===== config.mk =====
export PLATFORM = sky130hd
export DESIGN_NAME = hazard_unit_flat
export DESIGN_NICKNAME = d
export VERILOG_FILES = /design/src/mips_pkg.sv /design/src/hazard_if.sv /design/src/hazard_unit.sv /design/src/flat_wrapper.sv
export SDC_FILE = /design/constraint.sdc
export NUM_CORES = 1
export LEC_CHECK = 0
export ABC_CLOCK_PERIOD_IN_PS = 1490
export BUFFER_PORTS_ARGS = -buffer_cell sky130_fd_sc_hd__buf_2
export CORE_MARGIN = 2
export CORE_UTILIZATION = 25
export DETAILED_ROUTE_END_ITERATION = 8
export PLACE_DENSITY_LB_ADDON = 0.15
export SYNTH_ARGS = -nofsm -noshare
export SYNTH_HDL_FRONTEND = slang
export SYNTH_SLANG_ARGS = --single-unit

===== constraint.sdc =====
create_clock -name vclk -period 1.49
set_input_delay 0.0745 -clock vclk [all_inputs]
set_output_delay 0.0745 -clock vclk [all_outputs]
set_load 0.05 [all_outputs]

===== src/mips_pkg.sv =====
package mips_pkg;

    localparam int DATA_W   = 32;
    localparam int REG_W    = 5;
    localparam int PC_W     = 32;
    localparam int IM_DEPTH = 64;   // Words
    localparam int DM_DEPTH = 64;   // Words

    typedef enum logic [5:0] {
        OP_RTYPE = 6'h00,
        OP_BEQ   = 6'h04,
        OP_ADDI  = 6'h08,
        OP_LW    = 6'h23,
        OP_SW    = 6'h2b,
        OP_HALT  = 6'h3f
    } opcode_e;

    typedef enum logic [5:0] {
        FN_ADDU = 6'h21,
        FN_SUBU = 6'h23,
        FN_AND  = 6'h24,
        FN_OR   = 6'h25
    } funct_e;

    typedef enum logic [1:0] {
        ALU_ADD = 2'd0,
        ALU_SUB = 2'd1,
        ALU_AND = 2'd2,
        ALU_OR  = 2'd3
    } alu_op_e;

    typedef enum logic [1:0] {
        FWD_REG = 2'd0,
        FWD_MEM = 2'd1,
        FWD_WB  = 2'd2
    } fwd_sel_e;

    // Control bits carried down the pipeline
    typedef struct packed {
        logic    reg_write;
        logic    mem_read;
        logic    mem_write;
        logic    branch;
        logic    halt;
        logic    alu_src;
        alu_op_e alu_op;
    } ctrl_t;

endpackage


===== src/hazard_if.sv =====
`timescale 1ns/1ps

interface hazard_if;
    import mips_pkg::*;

    logic [REG_W-1:0] if_id_rs;
    logic [REG_W-1:0] if_id_rt;
    logic [REG_W-1:0] id_ex_rs;
    logic [REG_W-1:0] id_ex_rt;
    logic             id_ex_mem_read;
    logic [REG_W-1:0] ex_mem_rd;
    logic             ex_mem_reg_write;
    logic [REG_W-1:0] mem_wb_rd;
    logic             mem_wb_reg_write;
    logic             branch_taken;
    fwd_sel_e         fwd_a;
    fwd_sel_e         fwd_b;
    logic             stall;
    logic             flush;

    modport hazard (
        input  if_id_rs, if_id_rt, id_ex_rs, id_ex_rt, id_ex_mem_read,
        input  ex_mem_rd, ex_mem_reg_write, mem_wb_rd, mem_wb_reg_write, branch_taken,
        output fwd_a, fwd_b, stall, flush
    );
    modport fetch   (input stall, flush);
    modport decode  (output if_id_rs, if_id_rt, input stall, flush);
    modport execute (output id_ex_rs, id_ex_rt, id_ex_mem_read,
                     input if_id_rs, if_id_rt, fwd_a, fwd_b, flush);
    modport memory  (output ex_mem_rd, ex_mem_reg_write, mem_wb_rd, mem_wb_reg_write,
                     output branch_taken);

endinterface


===== src/hazard_unit.sv =====
`timescale 1ns/1ps

module hazard_unit (
    hazard_if.hazard hz
);
    import mips_pkg::*;

    logic load_use;

    // MEM entry is younger, so it wins over WB
    function automatic fwd_sel_e pick_src(input logic [REG_W-1:0] src);
        if (hz.ex_mem_reg_write && hz.ex_mem_rd != '0 && hz.ex_mem_rd == src) begin
            return FWD_MEM;
        end
        if (hz.mem_wb_reg_write && hz.mem_wb_rd != '0 && hz.mem_wb_rd == src) begin
            return FWD_WB;
        end
        return FWD_REG;
    endfunction

    always_comb begin
        hz.fwd_a = pick_src(hz.id_ex_rs);
        hz.fwd_b = pick_src(hz.id_ex_rt);
    end

    assign load_use = hz.id_ex_mem_read && hz.id_ex_rt != '0 &&
                      (hz.id_ex_rt == hz.if_id_rs || hz.id_ex_rt == hz.if_id_rt);

    assign hz.flush = hz.branch_taken;
    assign hz.stall = load_use && !hz.branch_taken;   // Flush has priority

endmodule


===== src/flat_wrapper.sv =====
// flat-port wrapper written by rule: the top's interface ports become plain ports
module hazard_unit_flat import mips_pkg::*;
  (hz_if_id_rs, hz_if_id_rt, hz_id_ex_rs, hz_id_ex_rt, hz_id_ex_mem_read, hz_ex_mem_rd, hz_ex_mem_reg_write, hz_mem_wb_rd, hz_mem_wb_reg_write, hz_branch_taken, hz_fwd_a, hz_fwd_b, hz_stall, hz_flush);
  hazard_if hz_i ();
  input wire logic [$bits(hz_i.if_id_rs)-1:0] hz_if_id_rs;
  input wire logic [$bits(hz_i.if_id_rt)-1:0] hz_if_id_rt;
  input wire logic [$bits(hz_i.id_ex_rs)-1:0] hz_id_ex_rs;
  input wire logic [$bits(hz_i.id_ex_rt)-1:0] hz_id_ex_rt;
  input wire logic [$bits(hz_i.id_ex_mem_read)-1:0] hz_id_ex_mem_read;
  input wire logic [$bits(hz_i.ex_mem_rd)-1:0] hz_ex_mem_rd;
  input wire logic [$bits(hz_i.ex_mem_reg_write)-1:0] hz_ex_mem_reg_write;
  input wire logic [$bits(hz_i.mem_wb_rd)-1:0] hz_mem_wb_rd;
  input wire logic [$bits(hz_i.mem_wb_reg_write)-1:0] hz_mem_wb_reg_write;
  input wire logic [$bits(hz_i.branch_taken)-1:0] hz_branch_taken;
  output wire logic [$bits(hz_i.fwd_a)-1:0] hz_fwd_a;
  output wire logic [$bits(hz_i.fwd_b)-1:0] hz_fwd_b;
  output wire logic [$bits(hz_i.stall)-1:0] hz_stall;
  output wire logic [$bits(hz_i.flush)-1:0] hz_flush;
  assign hz_i.if_id_rs = hz_if_id_rs;
  assign hz_i.if_id_rt = hz_if_id_rt;
  assign hz_i.id_ex_rs = hz_id_ex_rs;
  assign hz_i.id_ex_rt = hz_id_ex_rt;
  assign hz_i.id_ex_mem_read = hz_id_ex_mem_read;
  assign hz_i.ex_mem_rd = hz_ex_mem_rd;
  assign hz_i.ex_mem_reg_write = hz_ex_mem_reg_write;
  assign hz_i.mem_wb_rd = hz_mem_wb_rd;
  assign hz_i.mem_wb_reg_write = hz_mem_wb_reg_write;
  assign hz_i.branch_taken = hz_branch_taken;
  assign hz_fwd_a = hz_i.fwd_a;
  assign hz_fwd_b = hz_i.fwd_b;
  assign hz_stall = hz_i.stall;
  assign hz_flush = hz_i.flush;
  hazard_unit u_core (.hz(hz_i));
endmodule

==> Word level (Yosys, flattened, before mapping) <==
Index checks and enable logic that the tools add are counted.
{ "totals": {"elab_cells": 34, "ff_bits": 0, "inputBits": 34} }
{ "op_classes": {"n_reduce_logical": 14, "n_eq_ne": 6, "n_mux": 14} }
{ "ops": {"columns": ["operator", "n"], "rows": [
  ["5-bit equality test", 6],
  ["2-bit two-way mux", 8],
  ["5-bit nonzero test", 3],
  ["1-bit logical AND", 9],
  ["1-bit two-way mux", 6],
  ["1-bit zero test", 1],
  ["1-bit logical OR", 1]
]} }

==> Depth between registers and ports, before layout <==
{ "logic_depth": {"word_depth": 7, "ltp_mapped": 5, "depth_no_buf": 4} }

==> Worst setup path after synthesis <==
OpenSTA, ideal clock, no wires.
{ "synth_timing": {"kind": "input -> output", "start": "input port hz_ex_mem_rd[4]", "end": "output port hz_fwd_a[1]", "arrival_ns": 1.951, "setup_slack_ns": -0.536, "required_ns": 1.416, "stages": 4, "cell_sequence": "or4_1 o21ai_2 nor4_2 nor4_2"} }
{ "synth_between": {"elab_chain_cells": 5, "elab_cells_between_ends": 6, "cone_classes": "eq/ne: 1; mux: 2; reduce/logical: 3"} }
{ "synth_rtl": {"columns": ["item", "line", "text"], "rows": [
  ["from (decl)", "flat_wrapper.sv:10", "input wire logic [$bits(hz_i.ex_mem_rd)-1:0] hz_ex_mem_rd;"],
  ["5-bit nonzero test", "hazard_unit.sv:12", "if (hz.ex_mem_reg_write && hz.ex_mem_rd != '0 && hz.ex_mem_rd == src) begin"],
  ["1-bit logical AND", "hazard_unit.sv:12", null],
  ["1-bit logical AND *", "hazard_unit.sv:12", null],
  ["1-bit two-way mux *", "hazard_unit.sv:12", null],
  ["2-bit two-way mux *", "hazard_unit.sv:15", "if (hz.mem_wb_reg_write && hz.mem_wb_rd != '0 && hz.mem_wb_rd == src) begin"],
  ["to (decl)", "flat_wrapper.sv:15", "output wire logic [$bits(hz_i.fwd_a)-1:0] hz_fwd_a;"]
]} }
Every way passes the cells marked *; elsewhere a longest branch is shown, timed or not.

==> Worst setup path after layout <==
{ "layout_timing": {"start": "input port hz_mem_wb_rd[3]", "end": "output port hz_fwd_a[1]"} }
{ "layout_between": {"elab_chain_cells": 7, "elab_cells_between_ends": 9, "cone_classes": "eq/ne: 1; mux: 5; reduce/logical: 3"} }
{ "layout_rtl": {"columns": ["item", "line", "text"], "rows": [
  ["from (decl)", "flat_wrapper.sv:12", "input wire logic [$bits(hz_i.mem_wb_rd)-1:0] hz_mem_wb_rd;"],
  ["5-bit nonzero test", "hazard_unit.sv:15", null],
  ["1-bit logical AND", "hazard_unit.sv:15", null],
  ["1-bit logical AND *", "hazard_unit.sv:15", null],
  ["1-bit two-way mux (2 in a row)", "hazard_unit.sv:15", null],
  ["2-bit two-way mux *", "hazard_unit.sv:18", "return FWD_REG;"],
  ["2-bit two-way mux *", "hazard_unit.sv:15", null]
]} }
Every way passes the cells marked *; elsewhere a longest branch is shown, timed or not. The select of a mux whose other input is x is not followed.

==> summary.md <==
| Metric | Value |
|---|---|
| Post-Layout Cell Count | 120 |
| Mean Syn Cell Area | 7.80 um2 |
| Starting Density | 0.259 |
| NetSw | 0.000111 W |
| PortBufs | 40 |
| Max-cap violations | 0 |
| Peak supply drop | ~0.097 mV |
| Number of global-route vias before repair | about 470 |
| Netlist cell types | 13 |
| Mux share of post-synthesis cell area | 0 |
| Cell Int Power | 0.000113 W |
| Combinational share of power | 1.000 |
| Register area | 0 um2 |
| CP max stage delay | 0.55 ns |
| Slew headroom | 0.803 |
| Drt drc | 0 |
| Routed WL | around 1300 um |
| Max frequency | about 700 MHz |
| First DRT Iteration DRCs | 0 |
| First-pass GRT wire length | between 1500 and 2000 um |
| Nets | roughly 140 |
| P_leak | ~0.36 nW |
| Simple-Gate Fraction of Synth Area | 0.284 |
| Core area | ~1700 um2 |
| RSZ-0062 raised after global routing | true |
| Layout Area Growth over Synthesis | 83.1% |
| Crit share post-route | 0.979 |
| Io pins | 40 |
| Pwr/cell area | between 200 and 300 nW/um2 |
| Placed insts | 120 |
| Grt ovf | 0 |
| Setup violators final | 0 |
| Syn Nets | 90 |
| Xor and xnor fraction of the mapped netlist area | 0.602 |
| DR vias | 540 |
| Sw Share | 0.495 |
| GRT Resource Usage Total | 0.122 |
| Register area share after synthesis | 0 |
| Die height | 45.8 um |
| Synth Instances | 56 |
| Post-Synth Adder-Cell Area | 0 |
| Fin crit period | 1.46 ns |
| 1st-pass router iterations | 1 |
| Min-Delay Path Depth | 2 |
| ANT nets after route | 0 |
| Layout cells sized above 1 | 0.602 |
| Clk pwr share | 0 |
| Placer Congestion | 0.719 |
| Detailed Place HPWL | approximately 1200 um |
| Row Count | 15 |
| Warnings from Yosys | 0 |
| Antenna Cells | 0 |
| Mapped Area | between 400 and 500 um2 |
| Die area | 2100 um2 |
| Largest family of logic cells by synthesized area | XOR/XNOR gates |
| DR WL/cell | 10.5 um |
| WHS Endpoint | hz_flush |
| Hold_sp | hz_branch_taken |
| Hold WC Path Type | in2out |
| Sequential power share | 0 |
| Largest net degree at the start of global routing | 6 |
| WP data arrival | 1.38 ns |
| CP startpoint kind | input pin |
| CP required | 1.42 ns |
| Compound-Gate Fraction of Synth Area | 0.0544 |
| Clkbuf count | 0 |
| Die Width | approximately 46 um |
| Crit end category | primary output |
| CP max stage cell | or4_4 |
| Commonest non-fill, non-tap cell in the layout | buf_2 |
| Crit Path Class | in2out |
| Initial antenna violation count | 0 |
| Crit path cell chain | buf_2, or4_1, o21ai_1, or4_4, nor4_4, buf_6 |
| Max FO, Critical Path | 3 |
| Setup Fix Bufs, Post-CTS | 0 |
| DR vias/cell | 4.50 |
| Commonest cells after routing, fill and taps aside | buf_2, xor2_1, buf_4, xnor2_1 |
| Slew @ Worst Pin | 0.293 ns |
| FFs & Latches | 0 |
| Status | complete, no violations |
| Final hold vios | 0 |
| Min Hold Slack | roughly 0.45 ns |
| Slew Viols, Final | 0 |
## metrics by stage
| step | util | setup TNS [ns] | power (W) | instance area, um2 | setup slack (ns) |
|---|---|---|---|---|---|
| detailed placement | 0.464 | -0.129 | 0.000223 | 783 | -0.0828 |
| CTS | 0.471 | 0 | 0.000226 | 796 | 0.00572 |
| finish | 0.473 | 0 | 0.000223 | 800 | 0.0319 |
| floorplan | - | -0.207 | 0.000132 | 520 | -0.117 |
| global placement | 0.464 | -0.104 | 0.000221 | 783 | -0.0701 |
| global route | 0.473 | -0.0139 | 0.000246 | 800 | -0.0102 |
## worst max-delay path, delay by kind of cell
kind	cells	cell delay, ns
AO/OA/AOI/OAI	1	0.06
buffers and inverters	2	0.29
AND/OR/NAND/NOR	3	0.94
## worst max path at each step
stage                    start  slack (ns)          end
2_1_floorplan   hz_id_ex_rt[4]       -0.12  hz_fwd_b[1]
3_3_place_gp   hz_mem_wb_rd[3]       -0.07  hz_fwd_a[1]
3_5_place_dp   hz_mem_wb_rd[3]       -0.08  hz_fwd_a[1]
4_1_cts        hz_mem_wb_rd[3]       0.006  hz_fwd_b[1]
5_1_grt        hz_mem_wb_rd[3]       -0.01  hz_fwd_b[1]
6_report       hz_mem_wb_rd[3]        0.03  hz_fwd_a[1]
## timing repair
action,CTS,global route
gates resized for setup,4,1
endpoints found under the setup margin,2,2
hold buffers,0,0
pin swaps,0,0
## power groups by stage
stage                     Clock [W]  Sequential (W)  Combinational, W
after detailed placement          0               0          0.000223
final                             0               0          0.000223
after CTS                         0               0          0.000226
after floorplan                   0               0          0.000132
after global placement            0               0          0.000221
after global routing              0               0          0.000246
## final cells by class
| class | count | area [um2] |
|---|---|---|
| Fill cell | 193 | 890 |
| Multi-Input combinational cell | 50 | 468 |
| Tap cell | 17 | 21.3 |
| Timing Repair Buffer | 53 | 310 |
## cell families (layout without fill, tap and decap cells)
group / Yosys count / in the layout
xor+xnor: 30 / 30
compound gates: 4 / 4
simple gates: 16 / 16
buf+inv: 6 / 53
## layer usage
| layer | vias to the layer above | global-route usage | share of wire |
|---|---|---|---|
| met5 | - | 0 | 0 |
| met2 | 15 | 0.225 | 0.54 |
| met1 | 239 | 0.167 | 0.41 |
| met4 | 0 | 0 | 0 |
| met3 | 0 | 0.00397 | 0.054 |
| li1 | 286 | - | - |
## cell usage after synthesis
master	n	area, um2
nor2b_1	1	6.26
or4_1	5	37.5
xnor2_1	10	87.6
a21oi_1	1	5.00
xor2_1	20	175
o21ai_2	1	8.76
nor4_2	4	50.1
o21ai_0	1	5.00
nand3_1	4	20.0
clkbuf_1	5	18.8
o21ai_1	1	5.00
nor3_1	2	10.0
buf_4	1	7.51
Note: power is estimated with default switching activity, not from simulation.
