==> src/mips_pkg.sv <==
package mips_pkg;

    localparam int DATA_W   = 32;
    localparam int REG_W    = 5;
    localparam int PC_W     = 32;
    localparam int IM_DEPTH = 64;   // Words
    localparam int DM_DEPTH = 64;   // Words

    typedef enum logic [5:0] {
        OP_RTYPE = 6'h00,
        OP_BEQ   = 6'h04,
        OP_ADDI  = 6'h08,
        OP_LW    = 6'h23,
        OP_SW    = 6'h2b,
        OP_HALT  = 6'h3f
    } opcode_e;

    typedef enum logic [5:0] {
        FN_ADDU = 6'h21,
        FN_SUBU = 6'h23,
        FN_AND  = 6'h24,
        FN_OR   = 6'h25
    } funct_e;

    typedef enum logic [1:0] {
        ALU_ADD = 2'd0,
        ALU_SUB = 2'd1,
        ALU_AND = 2'd2,
        ALU_OR  = 2'd3
    } alu_op_e;

    typedef enum logic [1:0] {
        FWD_REG = 2'd0,
        FWD_MEM = 2'd1,
        FWD_WB  = 2'd2
    } fwd_sel_e;

    // Control bits carried down the pipeline
    typedef struct packed {
        logic    reg_write;
        logic    mem_read;
        logic    mem_write;
        logic    branch;
        logic    halt;
        logic    alu_src;
        alu_op_e alu_op;
    } ctrl_t;

endpackage

==> src/hazard_if.sv <==
`timescale 1ns/1ps

interface hazard_if;
    import mips_pkg::*;

    logic [REG_W-1:0] if_id_rs;
    logic [REG_W-1:0] if_id_rt;
    logic [REG_W-1:0] id_ex_rs;
    logic [REG_W-1:0] id_ex_rt;
    logic             id_ex_mem_read;
    logic [REG_W-1:0] ex_mem_rd;
    logic             ex_mem_reg_write;
    logic [REG_W-1:0] mem_wb_rd;
    logic             mem_wb_reg_write;
    logic             branch_taken;
    fwd_sel_e         fwd_a;
    fwd_sel_e         fwd_b;
    logic             stall;
    logic             flush;

    modport hazard (
        input  if_id_rs, if_id_rt, id_ex_rs, id_ex_rt, id_ex_mem_read,
        input  ex_mem_rd, ex_mem_reg_write, mem_wb_rd, mem_wb_reg_write, branch_taken,
        output fwd_a, fwd_b, stall, flush
    );
    modport fetch   (input stall, flush);
    modport decode  (output if_id_rs, if_id_rt, input stall, flush);
    modport execute (output id_ex_rs, id_ex_rt, id_ex_mem_read,
                     input if_id_rs, if_id_rt, fwd_a, fwd_b, flush);
    modport memory  (output ex_mem_rd, ex_mem_reg_write, mem_wb_rd, mem_wb_reg_write,
                     output branch_taken);

endinterface

==> src/memory_stage.sv <==
`timescale 1ns/1ps

module memory_stage #(
    parameter int DM_DEPTH = mips_pkg::DM_DEPTH
) (
    input  logic                        i_clock,
    input  logic                        i_rst_n,
    input  mips_pkg::ctrl_t             i_ex_mem_ctrl,
    input  logic [mips_pkg::DATA_W-1:0] i_ex_mem_alu,
    input  logic [mips_pkg::DATA_W-1:0] i_ex_mem_store_data,
    input  logic [mips_pkg::REG_W-1:0]  i_ex_mem_rd,
    input  logic                        i_ex_mem_zero,
    input  logic [mips_pkg::PC_W-1:0]   i_ex_mem_target,
    hazard_if.memory                    hz,
    output logic [mips_pkg::PC_W-1:0]   o_branch_target,
    output logic [mips_pkg::DATA_W-1:0] o_mem_fwd_data,
    output logic                        o_wb_we,
    output logic [mips_pkg::REG_W-1:0]  o_wb_rd,
    output logic [mips_pkg::DATA_W-1:0] o_wb_data,
    output logic                        o_hlt
);
    import mips_pkg::*;

    localparam int DM_AW = $clog2(DM_DEPTH);

    logic [DATA_W-1:0] dmem [DM_DEPTH];
    logic [DM_AW-1:0]  dm_idx;
    logic              wb_mem_to_reg;
    logic              wb_halt;
    logic [DATA_W-1:0] wb_alu;
    logic [DATA_W-1:0] wb_load;

    assign dm_idx              = i_ex_mem_alu[DM_AW+1:2];
    assign o_branch_target     = i_ex_mem_target;
    assign o_mem_fwd_data      = i_ex_mem_alu;
    assign hz.branch_taken     = i_ex_mem_ctrl.branch && i_ex_mem_zero;
    assign hz.ex_mem_rd        = i_ex_mem_rd;
    assign hz.ex_mem_reg_write = i_ex_mem_ctrl.reg_write;
    assign hz.mem_wb_rd        = o_wb_rd;
    assign hz.mem_wb_reg_write = o_wb_we;
    assign o_wb_data           = wb_mem_to_reg ? wb_load : wb_alu;

    always_ff @(posedge i_clock) begin
        if (i_ex_mem_ctrl.mem_write) begin
            dmem[dm_idx] <= i_ex_mem_store_data;
        end
        wb_alu  <= i_ex_mem_alu;
        wb_load <= dmem[dm_idx];
        o_wb_rd <= i_ex_mem_rd;
    end

    always_ff @(posedge i_clock or negedge i_rst_n) begin
        if (!i_rst_n) begin
            o_wb_we       <= 1'b0;
            wb_mem_to_reg <= 1'b0;
            wb_halt       <= 1'b0;
            o_hlt         <= 1'b0;
        end else begin
            o_wb_we       <= i_ex_mem_ctrl.reg_write;
            wb_mem_to_reg <= i_ex_mem_ctrl.mem_read;
            wb_halt       <= i_ex_mem_ctrl.halt;
            o_hlt         <= o_hlt || wb_halt;   // Sticky until reset
        end
    end

endmodule

==> src/flat_wrapper.sv <==
// flat-port wrapper written by rule: the top's interface ports become plain ports
module memory_stage_flat import mips_pkg::*;
#(
    parameter int DM_DEPTH = mips_pkg::DM_DEPTH
)
  (i_clock, i_rst_n, i_ex_mem_ctrl, i_ex_mem_alu, i_ex_mem_store_data, i_ex_mem_rd, i_ex_mem_zero, i_ex_mem_target, o_branch_target, o_mem_fwd_data, o_wb_we, o_wb_rd, o_wb_data, o_hlt, hz_ex_mem_rd, hz_ex_mem_reg_write, hz_mem_wb_rd, hz_mem_wb_reg_write, hz_branch_taken);
  hazard_if hz_i ();
  input  logic i_clock;
  input  logic i_rst_n;
  input  mips_pkg::ctrl_t i_ex_mem_ctrl;
  input  logic [mips_pkg::DATA_W-1:0] i_ex_mem_alu;
  input  logic [mips_pkg::DATA_W-1:0] i_ex_mem_store_data;
  input  logic [mips_pkg::REG_W-1:0] i_ex_mem_rd;
  input  logic i_ex_mem_zero;
  input  logic [mips_pkg::PC_W-1:0] i_ex_mem_target;
  output logic [mips_pkg::PC_W-1:0] o_branch_target;
  output logic [mips_pkg::DATA_W-1:0] o_mem_fwd_data;
  output logic o_wb_we;
  output logic [mips_pkg::REG_W-1:0] o_wb_rd;
  output logic [mips_pkg::DATA_W-1:0] o_wb_data;
  output logic o_hlt;
  output wire logic [$bits(hz_i.ex_mem_rd)-1:0] hz_ex_mem_rd;
  output wire logic [$bits(hz_i.ex_mem_reg_write)-1:0] hz_ex_mem_reg_write;
  output wire logic [$bits(hz_i.mem_wb_rd)-1:0] hz_mem_wb_rd;
  output wire logic [$bits(hz_i.mem_wb_reg_write)-1:0] hz_mem_wb_reg_write;
  output wire logic [$bits(hz_i.branch_taken)-1:0] hz_branch_taken;
  assign hz_ex_mem_rd = hz_i.ex_mem_rd;
  assign hz_ex_mem_reg_write = hz_i.ex_mem_reg_write;
  assign hz_mem_wb_rd = hz_i.mem_wb_rd;
  assign hz_mem_wb_reg_write = hz_i.mem_wb_reg_write;
  assign hz_branch_taken = hz_i.branch_taken;
  memory_stage #(.DM_DEPTH(DM_DEPTH)) u_core (.i_clock(i_clock), .i_rst_n(i_rst_n), .i_ex_mem_ctrl(i_ex_mem_ctrl), .i_ex_mem_alu(i_ex_mem_alu), .i_ex_mem_store_data(i_ex_mem_store_data), .i_ex_mem_rd(i_ex_mem_rd), .i_ex_mem_zero(i_ex_mem_zero), .i_ex_mem_target(i_ex_mem_target), .hz(hz_i), .o_branch_target(o_branch_target), .o_mem_fwd_data(o_mem_fwd_data), .o_wb_we(o_wb_we), .o_wb_rd(o_wb_rd), .o_wb_data(o_wb_data), .o_hlt(o_hlt));
endmodule
==> config.mk <==
export PLATFORM = sky130hd
export DESIGN_NAME = memory_stage_flat
export DESIGN_NICKNAME = d
export VERILOG_FILES = /design/src/mips_pkg.sv /design/src/hazard_if.sv /design/src/memory_stage.sv /design/src/flat_wrapper.sv
export SDC_FILE = /design/constraint.sdc
export NUM_CORES = 2
export LEC_CHECK = 0
export BUFFER_PORTS_ARGS = -buffer_cell sky130_fd_sc_hd__buf_2
export CORE_MARGIN = 4
export CORE_UTILIZATION = 60
export DETAILED_ROUTE_END_ITERATION = 10
export HOLD_SLACK_MARGIN = 0.06
export PLACE_DENSITY_LB_ADDON = 0.2
export SLEW_MARGIN = 20
export SYNTH_ARGS = -nofsm -noshare
export SYNTH_HDL_FRONTEND = slang
export SYNTH_SLANG_ARGS = --single-unit
==> constraint.sdc <==
create_clock -name i_clock -period 5 [get_ports i_clock]
set_input_delay 0.75 -clock i_clock [delete_from_list [all_inputs] [get_ports i_clock]]
set_output_delay 0.75 -clock i_clock [all_outputs]
set_load 0.02 [all_outputs]
# Yosys cells after proc, flatten, opt, wreduce, memory -nomap -nowiden
# Memories as Yosys holds them, arrays and structs flattened. A register that Yosys moved wholly into a read port is not among the register bits.
# Index checks and enable logic that the tools add are counted.
word_totals:
  reg_bits: 41
  memories: 1
  mem_bits_rw: 2048
  in_bits: 112
classes:
  reduce_logical: 2
  mux: 3
mem_list:
  columns: ["name", "words", "word_bits", "read_ports", "rd_ports_with_merged_regs", "write_ports", "line_no", "source"]
  rows:
  - ["u_core.dmem", 64, 32, 1, 1, 1, "memory_stage.sv:26", "logic [DATA_W-1:0] dmem [DM_DEPTH];"]
ops:
  columns: ["operator", "n"]
  rows:
  - ["two-way mux 32 bit", 1]
  - ["two-way mux 1 bit", 2]
  - ["logical AND 1 bit", 1]
  - ["logical OR 1 bit", 1]

# Depth between registers and ports, before layout
depth:
  ltp_word: 2
  depth_mapped: 11

# Worst setup path before layout
# Ideal clock, no wire load.
synth_timing:
  path_kind: "input -> register"
  from: "in i_ex_mem_alu[2] (netlist bit)"
  to: "mem u_core.dmem[14][0] (enable)"
  setup_slack_ps: 1069
  arrival_time_ps: 3509
  setup_ps: 421
  stages: 7
  path_cell_list: "buf_6 > nor2b_1 > clkbuf_1 > clkbuf_1 > buf_1 > nand3_1 > nor2_1"
synth_lines:
  columns: ["item", "line_no", "source"]
  rows:
  - ["start, declared", "flat_wrapper.sv:11", "input logic [mips_pkg::DATA_W-1:0] i_ex_mem_alu;"]
  - ["end, declared", "memory_stage.sv:26", null]
# Straight into the memory's write port.

# Final worst setup path
layout_timing:
  from: "reg u_core.wb_mem_to_reg"
  to: "out o_wb_data[6] (netlist bit)"
layout_via:
  elab_chain_len: 1
layout_rtl:
  columns: ["item", "line_no", "source"]
  rows:
  - ["start, declared", "memory_stage.sv:28", "logic wb_mem_to_reg;"]
  - ["start signal, assigned", "memory_stage.sv:60", "wb_mem_to_reg <= i_ex_mem_ctrl.mem_read;"]
  - ["two-way mux 32 bit", "memory_stage.sv:41", "assign o_wb_data = wb_mem_to_reg ? wb_load : wb_alu;"]
  - ["end, declared", "flat_wrapper.sv:20", "output logic [mips_pkg::DATA_W-1:0] o_wb_data;"]
# Every way passes these cells.

==> results.md <==
- Outcome: complete, no violations
- Final HPWL DP: 117 mm
- Core Footprint: ~0.13 sq mm
- FMAX: between 0.3 and 0.4 GHz
- Crit Reg-Reg Endpoint: u_core.wb_load[21]
- Register area share after synthesis: approximately four fifths
- Critical setup path kind: flop to primary output
- Chip Height: ~370 um
- Setup-failing EPs final: 0
- Hold_buf cts: 35
- Critical Path Max Stage Delay: around 1.1 ns
- Max reg flops: roughly 2000
- Average size of a mapped cell: 17.7 sq um
- Clock slew at reported path FFs: around 0.060 ns
- Final Non-Filler Cells: around 6600
- Clock Root Buffer: clkbuf_16
- Clock power share: between 40% and 50%
- Total CTS buffers: 202
- Slew @ Worst Pin: ~1.2 ns
- Met2 Use GR: roughly 47%
- Post-cts resize count: 0
- Clock Skew: approximately 0.026 ns
- Crit end category: primary output
- Worst path required time: ~4.3 ns
- Worst R2R Start: u_core.dmem[39][21]
- Synthesized netlist net count: about 4600
- Worst Reg-to-Reg Cells: 5
- Reg area: 0.0630 sq mm
- Pwr Total: about 37 mW
- Max-slew headroom: 21.0%
- Final Slew Violations: 0
- PwrDens: slightly above 400 mW/mm^2
- Max-Cap Viols: 0
- Critical path depth: 2
- CTS tree: done
- Switching pwr: around 7.9 mW
- Die area: 0.139 sq mm
- TritonCTS Sinks: roughly 2100
- Wire per inst: between 30 and 40 um
- H-tree levels: 4
- Filler Cell Count: approximately 8400
- Number of synthesized flops with an enable pin: ~2000
- Largest net degree at the start of global routing: about 110
- CP Max Fanout: 32
- Crit path cell chain: mux2_2 -> buf_2
- Reg power frac: 53.9%
- Largest registers: u_core.dmem (2048), u_core.wb_alu (32), u_core.wb_load (32)
- Bufs and invs on worst path: 1
- Final #Nets: 4836
- Tot GR Track Use: 29.9%
- Top reg by flops: u_core.dmem
- Gr busiest metal: met2
- Area Growth Syn to Fin: 13.1%
- Largest delay share family, worst path: flip-flops
- GRT met1 Usage: 41.9%
- P_leak: between 20 and 30 nW
- Crit path capture: o_wb_data[6]
- I/O pins: 228
- Primary FF master, synth: edfxtp_1
- Slowest-stage cell, CP: dfrtp_2
- Tcrit/Tclk final: between 60% and 70%
- Synth unique cells: between 50 and 60
- Vias in the first global route: between 40000 and 50000
- First-pass GRT wire length: about 300 mm
- Antenna viol nets, final: 0
- DR vias: about 46000
- Worst setup SP type: flop
- RSZ-0062 raised after global routing: no
- Row Count: approximately 130
- Comb power frac: under 10%
- Peak supply drop: roughly 0.00037 V
- Share of layout cells above drive strength 1: 17.5%
- Post-Synthesis Cells: between 4000 and 5000
- M3 GR Usage: ~6.1%
- First-pass iteration count of the detailed router: 6
- GPL Wtd Cong: about 0.86
- Port Buffers: 160
- Cells after DPL: 6240
- Endpoints failing hold: 0
- Synth Cell Area: ~0.08 sq mm
- Area taken by multi-input logic gates: between 0.015 and 0.02 sq mm
- DRC errors left: 0
- Initial core utilization: between 60% and 70%
- Pint: between 20 and 30 mW
- Async SR Flop Fraction: less than 1%
- Post-CTS Setup Bufs: 0
- Total wire length: 212 mm
- Final core occ: around 70%
- Clk buf depth: 3
- Arrival time worst endpoint: 2.51 ns
- Hold Path Class: input pin to asynchronous set/reset pin
- R2R setup slack: ~2.6 ns
- Starting DRT DRC Count: roughly 6300
- Syn. warnings: 0
- Total grt overflow: 0
- Initial antenna violation count: 9
- Die width: between 300 and 400 um
- CP startpoint: u_core.wb_mem_to_reg
- Later-pin clock latency in the skew report: a little over 0.8 ns
- Switching Share: between 20% and 30%
- Setup TNS: 0 ns
- Via-per-instance ratio: 6.86
- Tmin final: approximately 3.3 ns
- Register bit total from synthesis: between 2000 and 2500
## metrics by stage
stage                     instance area [sq um]  setup slack, ns  hold WS (ns)
after floorplan                           79800             1.07         0.413
after global placement                    83400             1.03         0.418
after detailed placement                  83400             1.02         0.438
after CTS                                 90200             1.63         0.210
after global routing                      90200             1.62         0.244
final                                     90200             1.74         0.265
## cell usage in the layout, fill, tap and decap left out, types with 16 or more instances in the layout
cell and n:
nor2_1 63, o221ai_1 20, nand3_1 59, clkinv_1 32, nor3_1 29, o22ai_1 180, nor4_1 18, o21ai_0 159
clkbuf_16 205, dlygate4sd3_1 35, a22oi_1 426, bufinv_16 16, mux2i_1 193, a21oi_1 120, a2111oi_0 16, a22o_1 60
mux2_2 65, dfxtp_1 69, o211ai_1 28, nor2_4 66, nand2_1 81, edfxtp_1 2048, a211oi_1 17, clkinv_2 36
clkbuf_1 52, buf_2 139, mux4_2 40, buf_12 41, a221o_1 28, a221oi_1 190, buf_4 195
## Yosys cell counts, drive strengths merged (65+ instances only)
cell | number | area, sq um
nor2 | 131 | 492
a21oi | 120 | 601
o21ai | 164 | 821
dfxtp | 69 | 1380
o22ai | 180 | 1130
mux2i | 193 | 1930
a221oi | 190 | 1660
a22oi | 426 | 3200
clkbuf | 159 | 597
nand2 | 84 | 320
mux2 | 65 | 732
edfxtp | 2048 | 61500
buf | 253 | 1480
## cell families after synthesis
logic type             share of synthesized area, %
AOI/OAI and AO/OA                              11.7
and+or+nand+nor                                2.24
muxes                                          4.47
DFF                                            79.0
buffers and inverters                          2.62
## worst min path at each step
stage	startpoint	to	slack [ns]	cells past startpoint
2_1_floorplan	u_core.wb_halt	u_core.o_hlt	0.41	1
3_3_place_gp	u_core.wb_halt	u_core.o_hlt	0.42	1
3_5_place_dp	u_core.wb_halt	u_core.o_hlt	0.44	1
4_1_cts	i_rst_n	u_core.wb_mem_to_reg	0.21	2
5_1_grt	i_rst_n	u_core.o_hlt	0.24	2
6_report	i_rst_n	u_core.wb_halt	0.26	2
## power groups by stage
stage          clock, mW  combinational [mW]  sequential, mW
6_report            14.9                1.98            19.7
5_1_grt             15.7                2.09            19.7
4_1_cts             15.0                1.96            19.7
3_5_place_dp           0                1.93            20.1
3_3_place_gp           0                1.90            20.1
2_1_floorplan          0                1.08            20.1
## per-layer routing
metal	wire length (um)	share of wire, %	vias to the layer above
met5	38	0.018	-
li1	-	-	19100
met3	22300	11	469
met4	9230	4.4	6
met2	99800	47	2850
met1	80200	38	23100
## cell type report
cell class	count	area share [%]
clock inverter	102	1.12
multi-input combinational	1984	16.9
timing repair buffer	413	3.74
inverter	2	0.0139
antenna	3	0.00832
sequential	2121	69.8
clock buffer	263	5.99
tap	1755	2.43
Note: power is estimated with default switching activity, not from simulation.
