--- config.mk ---
export PLATFORM = sky130hd
export DESIGN_NAME = fetch_stage_flat
export DESIGN_NICKNAME = d
export VERILOG_FILES = /design/src/mips_pkg.sv /design/src/hazard_if.sv /design/src/fetch_stage.sv /design/src/flat_wrapper.sv
export SDC_FILE = /design/constraint.sdc
export NUM_CORES = 2
export LEC_CHECK = 0
export BUFFER_PORTS_ARGS = -buffer_cell sky130_fd_sc_hd__buf_2
export CORE_AREA = 2 2 468 517
export CTS_BUF_LIST = sky130_fd_sc_hd__clkbuf_4
export CTS_CLUSTER_DIAMETER = 80
export DETAILED_ROUTE_END_ITERATION = 10
export DIE_AREA = 0 0 470 519
export PLACE_DENSITY = 0.47
export SYNTH_ARGS = -nofsm -noshare
export SYNTH_HDL_FRONTEND = slang
export SYNTH_SLANG_ARGS = --single-unit
--- constraint.sdc ---
create_clock -name i_clock -period 2.65 [get_ports i_clock]
set_input_delay 0.53 -clock i_clock [delete_from_list [all_inputs] [get_ports i_clock]]
set_output_delay 0.53 -clock i_clock [all_outputs]
set_load 0.005 [all_outputs]
--- src/mips_pkg.sv ---
package mips_pkg;

    localparam int DATA_W   = 32;
    localparam int REG_W    = 5;
    localparam int PC_W     = 32;
    localparam int IM_DEPTH = 64;   // Words
    localparam int DM_DEPTH = 64;   // Words

    typedef enum logic [5:0] {
        OP_RTYPE = 6'h00,
        OP_BEQ   = 6'h04,
        OP_ADDI  = 6'h08,
        OP_LW    = 6'h23,
        OP_SW    = 6'h2b,
        OP_HALT  = 6'h3f
    } opcode_e;

    typedef enum logic [5:0] {
        FN_ADDU = 6'h21,
        FN_SUBU = 6'h23,
        FN_AND  = 6'h24,
        FN_OR   = 6'h25
    } funct_e;

    typedef enum logic [1:0] {
        ALU_ADD = 2'd0,
        ALU_SUB = 2'd1,
        ALU_AND = 2'd2,
        ALU_OR  = 2'd3
    } alu_op_e;

    typedef enum logic [1:0] {
        FWD_REG = 2'd0,
        FWD_MEM = 2'd1,
        FWD_WB  = 2'd2
    } fwd_sel_e;

    // Control bits carried down the pipeline
    typedef struct packed {
        logic    reg_write;
        logic    mem_read;
        logic    mem_write;
        logic    branch;
        logic    halt;
        logic    alu_src;
        alu_op_e alu_op;
    } ctrl_t;

endpackage

--- src/hazard_if.sv ---
`timescale 1ns/1ps

interface hazard_if;
    import mips_pkg::*;

    logic [REG_W-1:0] if_id_rs;
    logic [REG_W-1:0] if_id_rt;
    logic [REG_W-1:0] id_ex_rs;
    logic [REG_W-1:0] id_ex_rt;
    logic             id_ex_mem_read;
    logic [REG_W-1:0] ex_mem_rd;
    logic             ex_mem_reg_write;
    logic [REG_W-1:0] mem_wb_rd;
    logic             mem_wb_reg_write;
    logic             branch_taken;
    fwd_sel_e         fwd_a;
    fwd_sel_e         fwd_b;
    logic             stall;
    logic             flush;

    modport hazard (
        input  if_id_rs, if_id_rt, id_ex_rs, id_ex_rt, id_ex_mem_read,
        input  ex_mem_rd, ex_mem_reg_write, mem_wb_rd, mem_wb_reg_write, branch_taken,
        output fwd_a, fwd_b, stall, flush
    );
    modport fetch   (input stall, flush);
    modport decode  (output if_id_rs, if_id_rt, input stall, flush);
    modport execute (output id_ex_rs, id_ex_rt, id_ex_mem_read,
                     input if_id_rs, if_id_rt, fwd_a, fwd_b, flush);
    modport memory  (output ex_mem_rd, ex_mem_reg_write, mem_wb_rd, mem_wb_reg_write,
                     output branch_taken);

endinterface

--- src/fetch_stage.sv ---
`timescale 1ns/1ps

module fetch_stage #(
    parameter int IM_DEPTH = mips_pkg::IM_DEPTH
) (
    input  logic                        i_clock,
    input  logic                        i_rst_n,
    input  logic                        i_run,
    input  logic                        i_freeze,
    input  logic                        i_im_we,
    input  logic [$clog2(IM_DEPTH)-1:0] i_im_addr,
    input  logic [mips_pkg::DATA_W-1:0] i_im_data,
    input  logic [mips_pkg::PC_W-1:0]   i_branch_target,
    hazard_if.fetch                     hz,
    output logic [mips_pkg::PC_W-1:0]   o_pc,
    output logic [mips_pkg::DATA_W-1:0] o_if_id_instr,
    output logic [mips_pkg::PC_W-1:0]   o_if_id_pc_plus4
);
    import mips_pkg::*;

    localparam int IM_AW = $clog2(IM_DEPTH);

    logic [DATA_W-1:0] imem [IM_DEPTH];
    logic [PC_W-1:0]   pc;
    logic [PC_W-1:0]   pc_plus4;

    assign pc_plus4 = pc + PC_W'(4);
    assign o_pc     = pc;

    always_ff @(posedge i_clock) begin
        if (i_im_we) begin
            imem[i_im_addr] <= i_im_data;   // Debug load port
        end
    end

    always_ff @(posedge i_clock or negedge i_rst_n) begin
        if (!i_rst_n) begin
            pc               <= '0;
            o_if_id_instr    <= '0;
            o_if_id_pc_plus4 <= '0;
        end else if (hz.flush) begin
            pc            <= i_branch_target;
            o_if_id_instr <= '0;
        end else if (!hz.stall) begin
            if (i_run && !i_freeze) begin
                pc               <= pc_plus4;
                o_if_id_instr    <= imem[pc[IM_AW+1:2]];
                o_if_id_pc_plus4 <= pc_plus4;
            end else begin
                o_if_id_instr <= '0;        // NOP while idle or halted
            end
        end
    end

endmodule

--- src/flat_wrapper.sv ---
// flat-port wrapper written by rule: the top's interface ports become plain ports
module fetch_stage_flat import mips_pkg::*;
#(
    parameter int IM_DEPTH = mips_pkg::IM_DEPTH
)
  (i_clock, i_rst_n, i_run, i_freeze, i_im_we, i_im_addr, i_im_data, i_branch_target, o_pc, o_if_id_instr, o_if_id_pc_plus4, hz_stall, hz_flush);
  hazard_if hz_i ();
  input  logic i_clock;
  input  logic i_rst_n;
  input  logic i_run;
  input  logic i_freeze;
  input  logic i_im_we;
  input  logic [$clog2(IM_DEPTH)-1:0] i_im_addr;
  input  logic [mips_pkg::DATA_W-1:0] i_im_data;
  input  logic [mips_pkg::PC_W-1:0] i_branch_target;
  output logic [mips_pkg::PC_W-1:0] o_pc;
  output logic [mips_pkg::DATA_W-1:0] o_if_id_instr;
  output logic [mips_pkg::PC_W-1:0] o_if_id_pc_plus4;
  input wire logic [$bits(hz_i.stall)-1:0] hz_stall;
  input wire logic [$bits(hz_i.flush)-1:0] hz_flush;
  assign hz_i.stall = hz_stall;
  assign hz_i.flush = hz_flush;
  fetch_stage #(.IM_DEPTH(IM_DEPTH)) u_core (.i_clock(i_clock), .i_rst_n(i_rst_n), .i_run(i_run), .i_freeze(i_freeze), .i_im_we(i_im_we), .i_im_addr(i_im_addr), .i_im_data(i_im_data), .i_branch_target(i_branch_target), .hz(hz_i), .o_pc(o_pc), .o_if_id_instr(o_if_id_instr), .o_if_id_pc_plus4(o_if_id_pc_plus4));
endmodule
# Yosys cells after proc, flatten, opt, wreduce, memory -nomap -nowiden
# Memories as Yosys holds them, arrays and structs flattened.
# Cells that the tools add are included.
# word_totals
elab_cells	21
out_inout_bits	96
mem_bits_rw	2048
n_memories	1
register_bits	96
# classes
n_bitwise	2
eq_ne	1
reduce_logical	5
muxes	8
n_addsub	1
# memory_table
name	words	word_bits	rd	rd_ports_with_merged_regs	wr	line_no	text
u_core.imem	64	32	1	0	1	fetch_stage.sv:23	logic [DATA_W-1:0] imem [IM_DEPTH];
# op_table
operator	count
$mux W32	6
$add A32 B3 Y32 const B	1
$reduce_and A3 Y1	1
$mux W1	2
$ne A2 B1 Y1 const B	1
$not A1 Y1	2
$reduce_and A2 Y1	1
$reduce_bool A2 Y1	1
$logic_and A1 B1 Y1	1
$logic_not A1 Y1	1

# Longest topological paths before layout
# logic_depth
ltp_word	5
mapped_depth	11

# Worst setup path before layout
# Ideal clock, no wire load.
# synth_timing
kind	input-to-reg
startpoint	input i_im_addr[3]
endpoint	memory u_core.imem[48][0], enable pin
path_stages	4
slack_ns	-1.065
arrival_ns	3.254
path_buffers	1
setup_ns	0.461
path_cell_list	clkbuf_1 -> nor2b_1 -> nand4b_1 -> nor3_1
# synth_rtl
element	line_no	text
from (decl)	flat_wrapper.sv:13	input logic [$clog2(IM_DEPTH)-1:0] i_im_addr;
to (decl)	fetch_stage.sv:23	
# No word-level cell before the write port.

# Worst setup path in the final report
# layout_timing
startpoint	register u_core.pc[2], in the netlist u_core.o_pc[2]
endpoint	register u_core.o_if_id_instr[10] (netlist bit)
# layout_between
elab_chain_cells	4
# layout_rtl
element	line_no	text
from (decl)	fetch_stage.sv:24	logic [PC_W-1:0] pc;
from (signal assigned)	fetch_stage.sv:42	pc <= i_branch_target;
from (signal assigned)	fetch_stage.sv:46	pc <= pc_plus4;
$mem_v2 Z64 W32	n/a	
$mux W32	fetch_stage.sv:45	if (i_run && !i_freeze) begin
$mux W32	fetch_stage.sv:44	end else if (!hz.stall) begin
$mux W32	fetch_stage.sv:41	end else if (hz.flush) begin
to (signal assigned)	fetch_stage.sv:47	o_if_id_instr <= imem[pc[IM_AW+1:2]];
to (decl)	fetch_stage.sv:16	output logic [mips_pkg::DATA_W-1:0] o_if_id_instr,
# Every way passes these cells. The select of a mux whose other input is x is not followed.
# A chain may end at the register's enable or synchronous reset.

==> flow_summary.html <==
<table>
<tr><th>Metric</th><th>Value</th></tr>
<tr><th colspan="2">Synth</th></tr>
<tr><td>Number of synthesized flops with an enable pin</td><td>2048</td></tr>
<tr><td>Combined area of all synthesized cells</td><td>0.0832 sq mm</td></tr>
<tr><td>Fraction of synthesized cell area in xor and xnor cells</td><td>0.516%</td></tr>
<tr><td>Portion of synthesized cell area occupied by the leading cell type</td><td>74.0%</td></tr>
<tr><td>Top area cells in the synthesized netlist</td><td>sky130_fd_sc_hd__edfxtp_1, sky130_fd_sc_hd__mux4_2, sky130_fd_sc_hd__dfrtp_1</td></tr>
<tr><td>Area fraction in and, or, nand and nor cells after synthesis</td><td>2.69%</td></tr>
<tr><td>Synth unique cells</td><td>63</td></tr>
<tr><td>Adder and majority cell fraction of the synthesized area</td><td>0.0150%</td></tr>
<tr><td>Post-synthesis sequential element count</td><td>2144</td></tr>
<tr><td>Async set or reset register ratio after synthesis</td><td>4.48%</td></tr>
<tr><td>Synth warn</td><td>0</td></tr>
<tr><td>Net count after synthesis</td><td>3982</td></tr>
<tr><td>Post-synthesis compound-gate area fraction</td><td>2.73%</td></tr>
<tr><td>Portion of netlist area occupied by mux cells</td><td>15.5%</td></tr>
<tr><td>Sequential-to-total area share from yosys stat</td><td>76.8%</td></tr>
<tr><td>Most common flop cell mapped by yosys</td><td>sky130_fd_sc_hd__edfxtp_1</td></tr>
<tr><td>Largest family of logic cells by synthesized area</td><td>multiplexers</td></tr>
<tr><td>Cell accounting for the most synthesized area</td><td>sky130_fd_sc_hd__edfxtp_1</td></tr>
<tr><td>Mean area per synthesized cell</td><td>21.3 sq um</td></tr>
<tr><td>Synthesized instance count</td><td>3904</td></tr>
<tr><th colspan="2">Die</th></tr>
<tr><td>Die boundary width</td><td>470 microns</td></tr>
<tr><td>Area of the core region</td><td>0.239 sq mm</td></tr>
<tr><td>Die H</td><td>519 microns</td></tr>
<tr><td>Effective utilization at floorplan</td><td>34.7%</td></tr>
<tr><td>Total number of placement rows</td><td>189</td></tr>
<tr><td>Area of the die</td><td>0.244 sq mm</td></tr>
<tr><td>Number of placed I/O pins</td><td>173</td></tr>
<tr><th colspan="2">CTS</th></tr>
<tr><td>Clock Sink Count</td><td>2144</td></tr>
<tr><td>Clk pin slew, worst setup/hold paths</td><td>0.06 ns</td></tr>
<tr><td>CTS tree</td><td>done</td></tr>
<tr><td>Number of H-tree levels</td><td>6</td></tr>
<tr><td>Clock tree root driver cell</td><td>sky130_fd_sc_hd__clkbuf_4</td></tr>
<tr><td>Clock Latency Late Sink</td><td>1.28 ns</td></tr>
<tr><td>Largest buffer count on any clock path</td><td>4</td></tr>
<tr><td>Total clock buffers created by CTS</td><td>568</td></tr>
<tr><th colspan="2">Worst setup path</th></tr>
<tr><td>Worst-path cell with the longest stage delay</td><td>sky130_fd_sc_hd__mux4_2</td></tr>
<tr><td>Buffers and inverters on the worst path</td><td>6</td></tr>
<tr><td>Kind of start point of the critical path</td><td>flop</td></tr>
<tr><td>Worst Setup SP</td><td>u_core.o_pc[2]$_DFFE_PN0N_</td></tr>
<tr><td>CP Data Arrival Time</td><td>3.87 ns</td></tr>
<tr><td>Type of the worst setup path</td><td>flop to flop</td></tr>
<tr><td>Highest net fanout along the worst path</td><td>6</td></tr>
<tr><td>Reg2Reg Capture Point</td><td>u_core.o_if_id_instr[10]$_DFFE_PN0P_</td></tr>
<tr><td>End point of the critical path</td><td>u_core.o_if_id_instr[10]$_DFFE_PN0P_</td></tr>
<tr><td>CP top delay family</td><td>multiplexers</td></tr>
<tr><td>Launching point of the worst reg2reg path</td><td>u_core.o_pc[2]$_DFFE_PN0N_</td></tr>
<tr><td>Count of cells along the worst register-to-register path</td><td>10</td></tr>
<tr><td>Critical-path cell list</td><td>buf_12 -&gt; buf_16 -&gt; buf_16 -&gt; buf_8 -&gt; buf_12 -&gt; mux4_2 -&gt; mux4_2 -&gt; mux2i_1 -&gt; buf_4 -&gt; o211ai_1</td></tr>
<tr><td>Type of destination of the critical path</td><td>flop</td></tr>
<tr><td>Required time at the endpoint of the critical path</td><td>3.75 ns</td></tr>
<tr><td>Stages on worst setup path</td><td>10</td></tr>
<tr><td>Reg2Reg Setup Slack</td><td>-0.13 ns</td></tr>
<tr><td>Slowest cell delay on critical path</td><td>0.55 ns</td></tr>
<tr><th colspan="2">Final layout</th></tr>
<tr><td>Total Nets Final</td><td>5140</td></tr>
<tr><td>Filler cell count in the final layout</td><td>21200</td></tr>
<tr><td>Area growth from synthesis to final layout</td><td>23.8%</td></tr>
<tr><td>Layout cells sized above 1</td><td>39.9%</td></tr>
<tr><td>Final core utilization</td><td>43.0%</td></tr>
<tr><td>Final cell count without fillers</td><td>8617</td></tr>
<tr><th colspan="2">Route</th></tr>
<tr><td>DRC violation count after routing</td><td>0</td></tr>
<tr><td>Number of DRC markers after the initial detailed-route iteration</td><td>4090</td></tr>
<tr><td>First-pass DRT Iterations</td><td>5</td></tr>
<tr><td>Number of nets still failing antenna checks after routing</td><td>0</td></tr>
<tr><td>Detail-routed via count per cell</td><td>5.29</td></tr>
<tr><td>Overall routed net length</td><td>257000 microns</td></tr>
<tr><td>Vias</td><td>45600</td></tr>
<tr><td>Routed len/inst</td><td>29.9 microns</td></tr>
<tr><th colspan="2">Place</th></tr>
<tr><td>Detailed Place HPWL</td><td>150000 microns</td></tr>
<tr><td>Port buffer count</td><td>172</td></tr>
<tr><td>Setup slack after placement</td><td>-0.266 ns</td></tr>
<tr><td>Global placement routability congestion</td><td>0.802</td></tr>
<tr><td># placed instances</td><td>7418</td></tr>
<tr><th colspan="2">GRT</th></tr>
<tr><td>First-pass GRT wire length</td><td>359000 microns</td></tr>
<tr><td>Met3 usage in global routing</td><td>3.39%</td></tr>
<tr><td>Global-route track usage on met2</td><td>34.1%</td></tr>
<tr><td>Busiest grt layer</td><td>met2</td></tr>
<tr><td>Overflow after GRT</td><td>0</td></tr>
<tr><td>GR met1 Demand/Resource</td><td>28.4%</td></tr>
<tr><td>Maximum number of pins on one net before global-route repair</td><td>65</td></tr>
<tr><td>Total track usage</td><td>20.7%</td></tr>
<tr><td>Antenna violations before repair</td><td>22</td></tr>
<tr><td>Via count of the first global-routing pass</td><td>47200</td></tr>
<tr><th colspan="2">Run</th></tr>
<tr><td>Max cap viols</td><td>0</td></tr>
<tr><th colspan="2">STA</th></tr>
<tr><td>Clk_skew</td><td>0.0768 ns</td></tr>
<tr><td>Final count of negative-setup-slack endpoints</td><td>25</td></tr>
<tr><td>Tcrit/Tclk final</td><td>105%</td></tr>
<tr><td>Min setup slack post-route</td><td>-0.127 ns</td></tr>
<tr><td>Max_slew headroom</td><td>33.7%</td></tr>
<tr><td>Number of max-slew violations in the final report</td><td>0</td></tr>
<tr><td>Shortest clock period the worst path allows after layout</td><td>2.78 ns</td></tr>
<tr><td>Slew @ Worst Pin</td><td>0.995 ns</td></tr>
<tr><td>Final number of hold-violating endpoints</td><td>0</td></tr>
<tr><td>Achievable clock frequency</td><td>360 MHz</td></tr>
<tr><td>Unrepaired setup endpoints after global routing</td><td>yes</td></tr>
<tr><td>Worst hold slack after final layout</td><td>0.200 ns</td></tr>
<tr><th colspan="2">Power and ir drop</th></tr>
<tr><td>IR drop worst, VDD</td><td>0.297 mV</td></tr>
<tr><td>Power per cell area</td><td>730 mW/mm^2</td></tr>
<tr><td>Post-layout total power</td><td>75.2 mW</td></tr>
<tr><td>Static Leak</td><td>34.3 nW</td></tr>
<tr><th colspan="2">Status</th></tr>
<tr><td>Violated checks</td><td>negative setup slack</td></tr>
<tr><td>Outcome</td><td>finished, violations left</td></tr>
<tr><th colspan="2">Hold path</th></tr>
<tr><td>Worst min path class</td><td>input pin to flop</td></tr>
</table>
sequential cells by signal, indices dropped and copies added, names as in the netlist:
register	cells
u_core.o_if_id_instr	32
u_core.imem	2048
u_core.o_if_id_pc_plus4	32
u_core.o_pc	32
worst register-to-register path, cell delays in order, from the launching register on:
cell and delay, ns:
sky130_fd_sc_hd__dfrtp_4 0.50, sky130_fd_sc_hd__buf_12 0.14, sky130_fd_sc_hd__buf_16 0.14, sky130_fd_sc_hd__buf_16 0.15
sky130_fd_sc_hd__buf_8 0.12, sky130_fd_sc_hd__buf_12 0.13, sky130_fd_sc_hd__mux4_2 0.42, sky130_fd_sc_hd__mux4_2 0.55
sky130_fd_sc_hd__mux2i_1 0.17, sky130_fd_sc_hd__buf_4 0.19, sky130_fd_sc_hd__o211ai_1 0.09
final cells by class:
class	instances	area (sq um)	share of cell area [%]
clock inverter	161	1180	1.15
antenna	10	25.0	0.0243
tap	3151	3940	3.83
clock buffer	803	6030	5.86
multi-input combinational	1536	19000	18.5
inverter	4	22.5	0.0219
timing repair buffer	808	8800	8.54
sequential	2144	63900	62.1
through the flow:
step	instance area (sq um)	setup TNS [ns]
after global placement	92200	-1.11
after detailed placement	92200	-1.04
after CTS	102000	-1.65
after global routing	103000	-1.89
final	103000	-0.972
after floorplan	83200	-680.40
metal layers:
layer  up-vias  routed length, microns
met4         2                    6090
met3       393                   13700
met2      1510                  126000
met1     24600                  112000
met5         -                      11
li1      19100                       -
synth_stat cells, drive strengths merged (8+ instances only):
| master | n |
|---|---|
| a31oi | 9 |
| nor2b | 18 |
| and2 | 11 |
| nand2b | 9 |
| mux4 | 478 |
| nor3 | 26 |
| or3 | 8 |
| xor2 | 19 |
| buf | 132 |
| a21oi | 49 |
| a22oi | 71 |
| a211oi | 12 |
| o22ai | 20 |
| clkbuf | 85 |
| and3 | 8 |
| dfrtp | 96 |
| edfxtp | 2048 |
| a22o | 40 |
| nand2 | 171 |
| nand3 | 69 |
| xnor2 | 30 |
| nand4 | 19 |
| o21ai | 74 |
| a221oi | 16 |
| mux2i | 195 |
| and4 | 9 |
| a2111oi | 19 |
| nor2 | 102 |
repair_timing:
item,CTS,global route
gates cloned,8,9
setup endpoints to repair,25,54
endpoints found under the hold margin,2352,0
pin swaps,22,26
gates resized for setup,133,111
setup buffers,55,16
hold buffers,152,0
power by group:
part | switching (mW) | internal (mW) | leakage [nW]
clock | 13.6 | 15.9 | 4.26
combinational | 4.27 | 3.79 | 10.3
sequential | 0.215 | 37.5 | 19.6
total | 18.1 | 57.1 | 34.3
placed cells by master (no fill, tap or decap), drive strengths merged, types with 5 or more instances in the layout:
| master | count |
|---|---|
| inv | 13 |
| diode | 10 |
| a22oi | 71 |
| nand3 | 69 |
| a41oi | 7 |
| mux2 | 6 |
| nor2 | 102 |
| nand2b | 9 |
| dfrtp | 96 |
| nand2 | 171 |
| a221oi | 16 |
| nor3 | 26 |
| o311ai | 6 |
| nand4 | 19 |
| clkbuf | 811 |
| clkinvlp | 7 |
| nand3b | 7 |
| buf | 646 |
| xnor2 | 30 |
| a22o | 40 |
| o21ai | 74 |
| edfxtp | 2048 |
| a31oi | 9 |
| and4 | 9 |
| a2111oi | 19 |
| and3 | 8 |
| and2 | 11 |
| bufinv | 20 |
| dlygate4sd3 | 150 |
| xor2 | 19 |
| nor2b | 18 |
| or3 | 8 |
| mux4 | 478 |
| mux2i | 195 |
| clkinv | 125 |
| nor4 | 7 |
| a21oi | 49 |
| a211oi | 12 |
| o211ai | 5 |
| o22ai | 20 |
kinds of logic (layout without fill, tap and decap cells):
| logic type | count (synthesis) | in the layout |
|---|---|---|
| muxes | 679 | 679 |
| and+or+nand+nor | 474 | 474 |
| DFF | 2144 | 2144 |
| buffers and inverters | 224 | 1776 |
| other | 0 | 10 |
| adders and majority gates | 1 | 1 |
| xor gates and xnor gates | 49 | 49 |
| AOI/OAI and AO/OA | 333 | 333 |
how the worst min path moves through the flow:
stage / from / end / slack (ns) / depth (start not counted)
after floorplan: i_rst_n / u_core.o_if_id_instr[0]$_DFFE_PN0P_ / 0.23 / 0
after global placement: u_core.o_if_id_pc_plus4[2]$_DFFE_PN0P_ / u_core.o_if_id_pc_plus4[2]$_DFFE_PN0P_ / 0.46 / 2
after detailed placement: u_core.o_if_id_pc_plus4[3]$_DFFE_PN0P_ / u_core.o_if_id_pc_plus4[3]$_DFFE_PN0P_ / 0.47 / 2
after CTS: i_im_data[22] / u_core.imem[55][22]$_DFFE_PP_ / 0.03 / 2
after global routing: i_im_data[22] / u_core.imem[55][22]$_DFFE_PP_ / 0.15 / 2
final: i_im_data[22] / u_core.imem[55][22]$_DFFE_PP_ / 0.20 / 2
(Power assumes the default switching activity.)
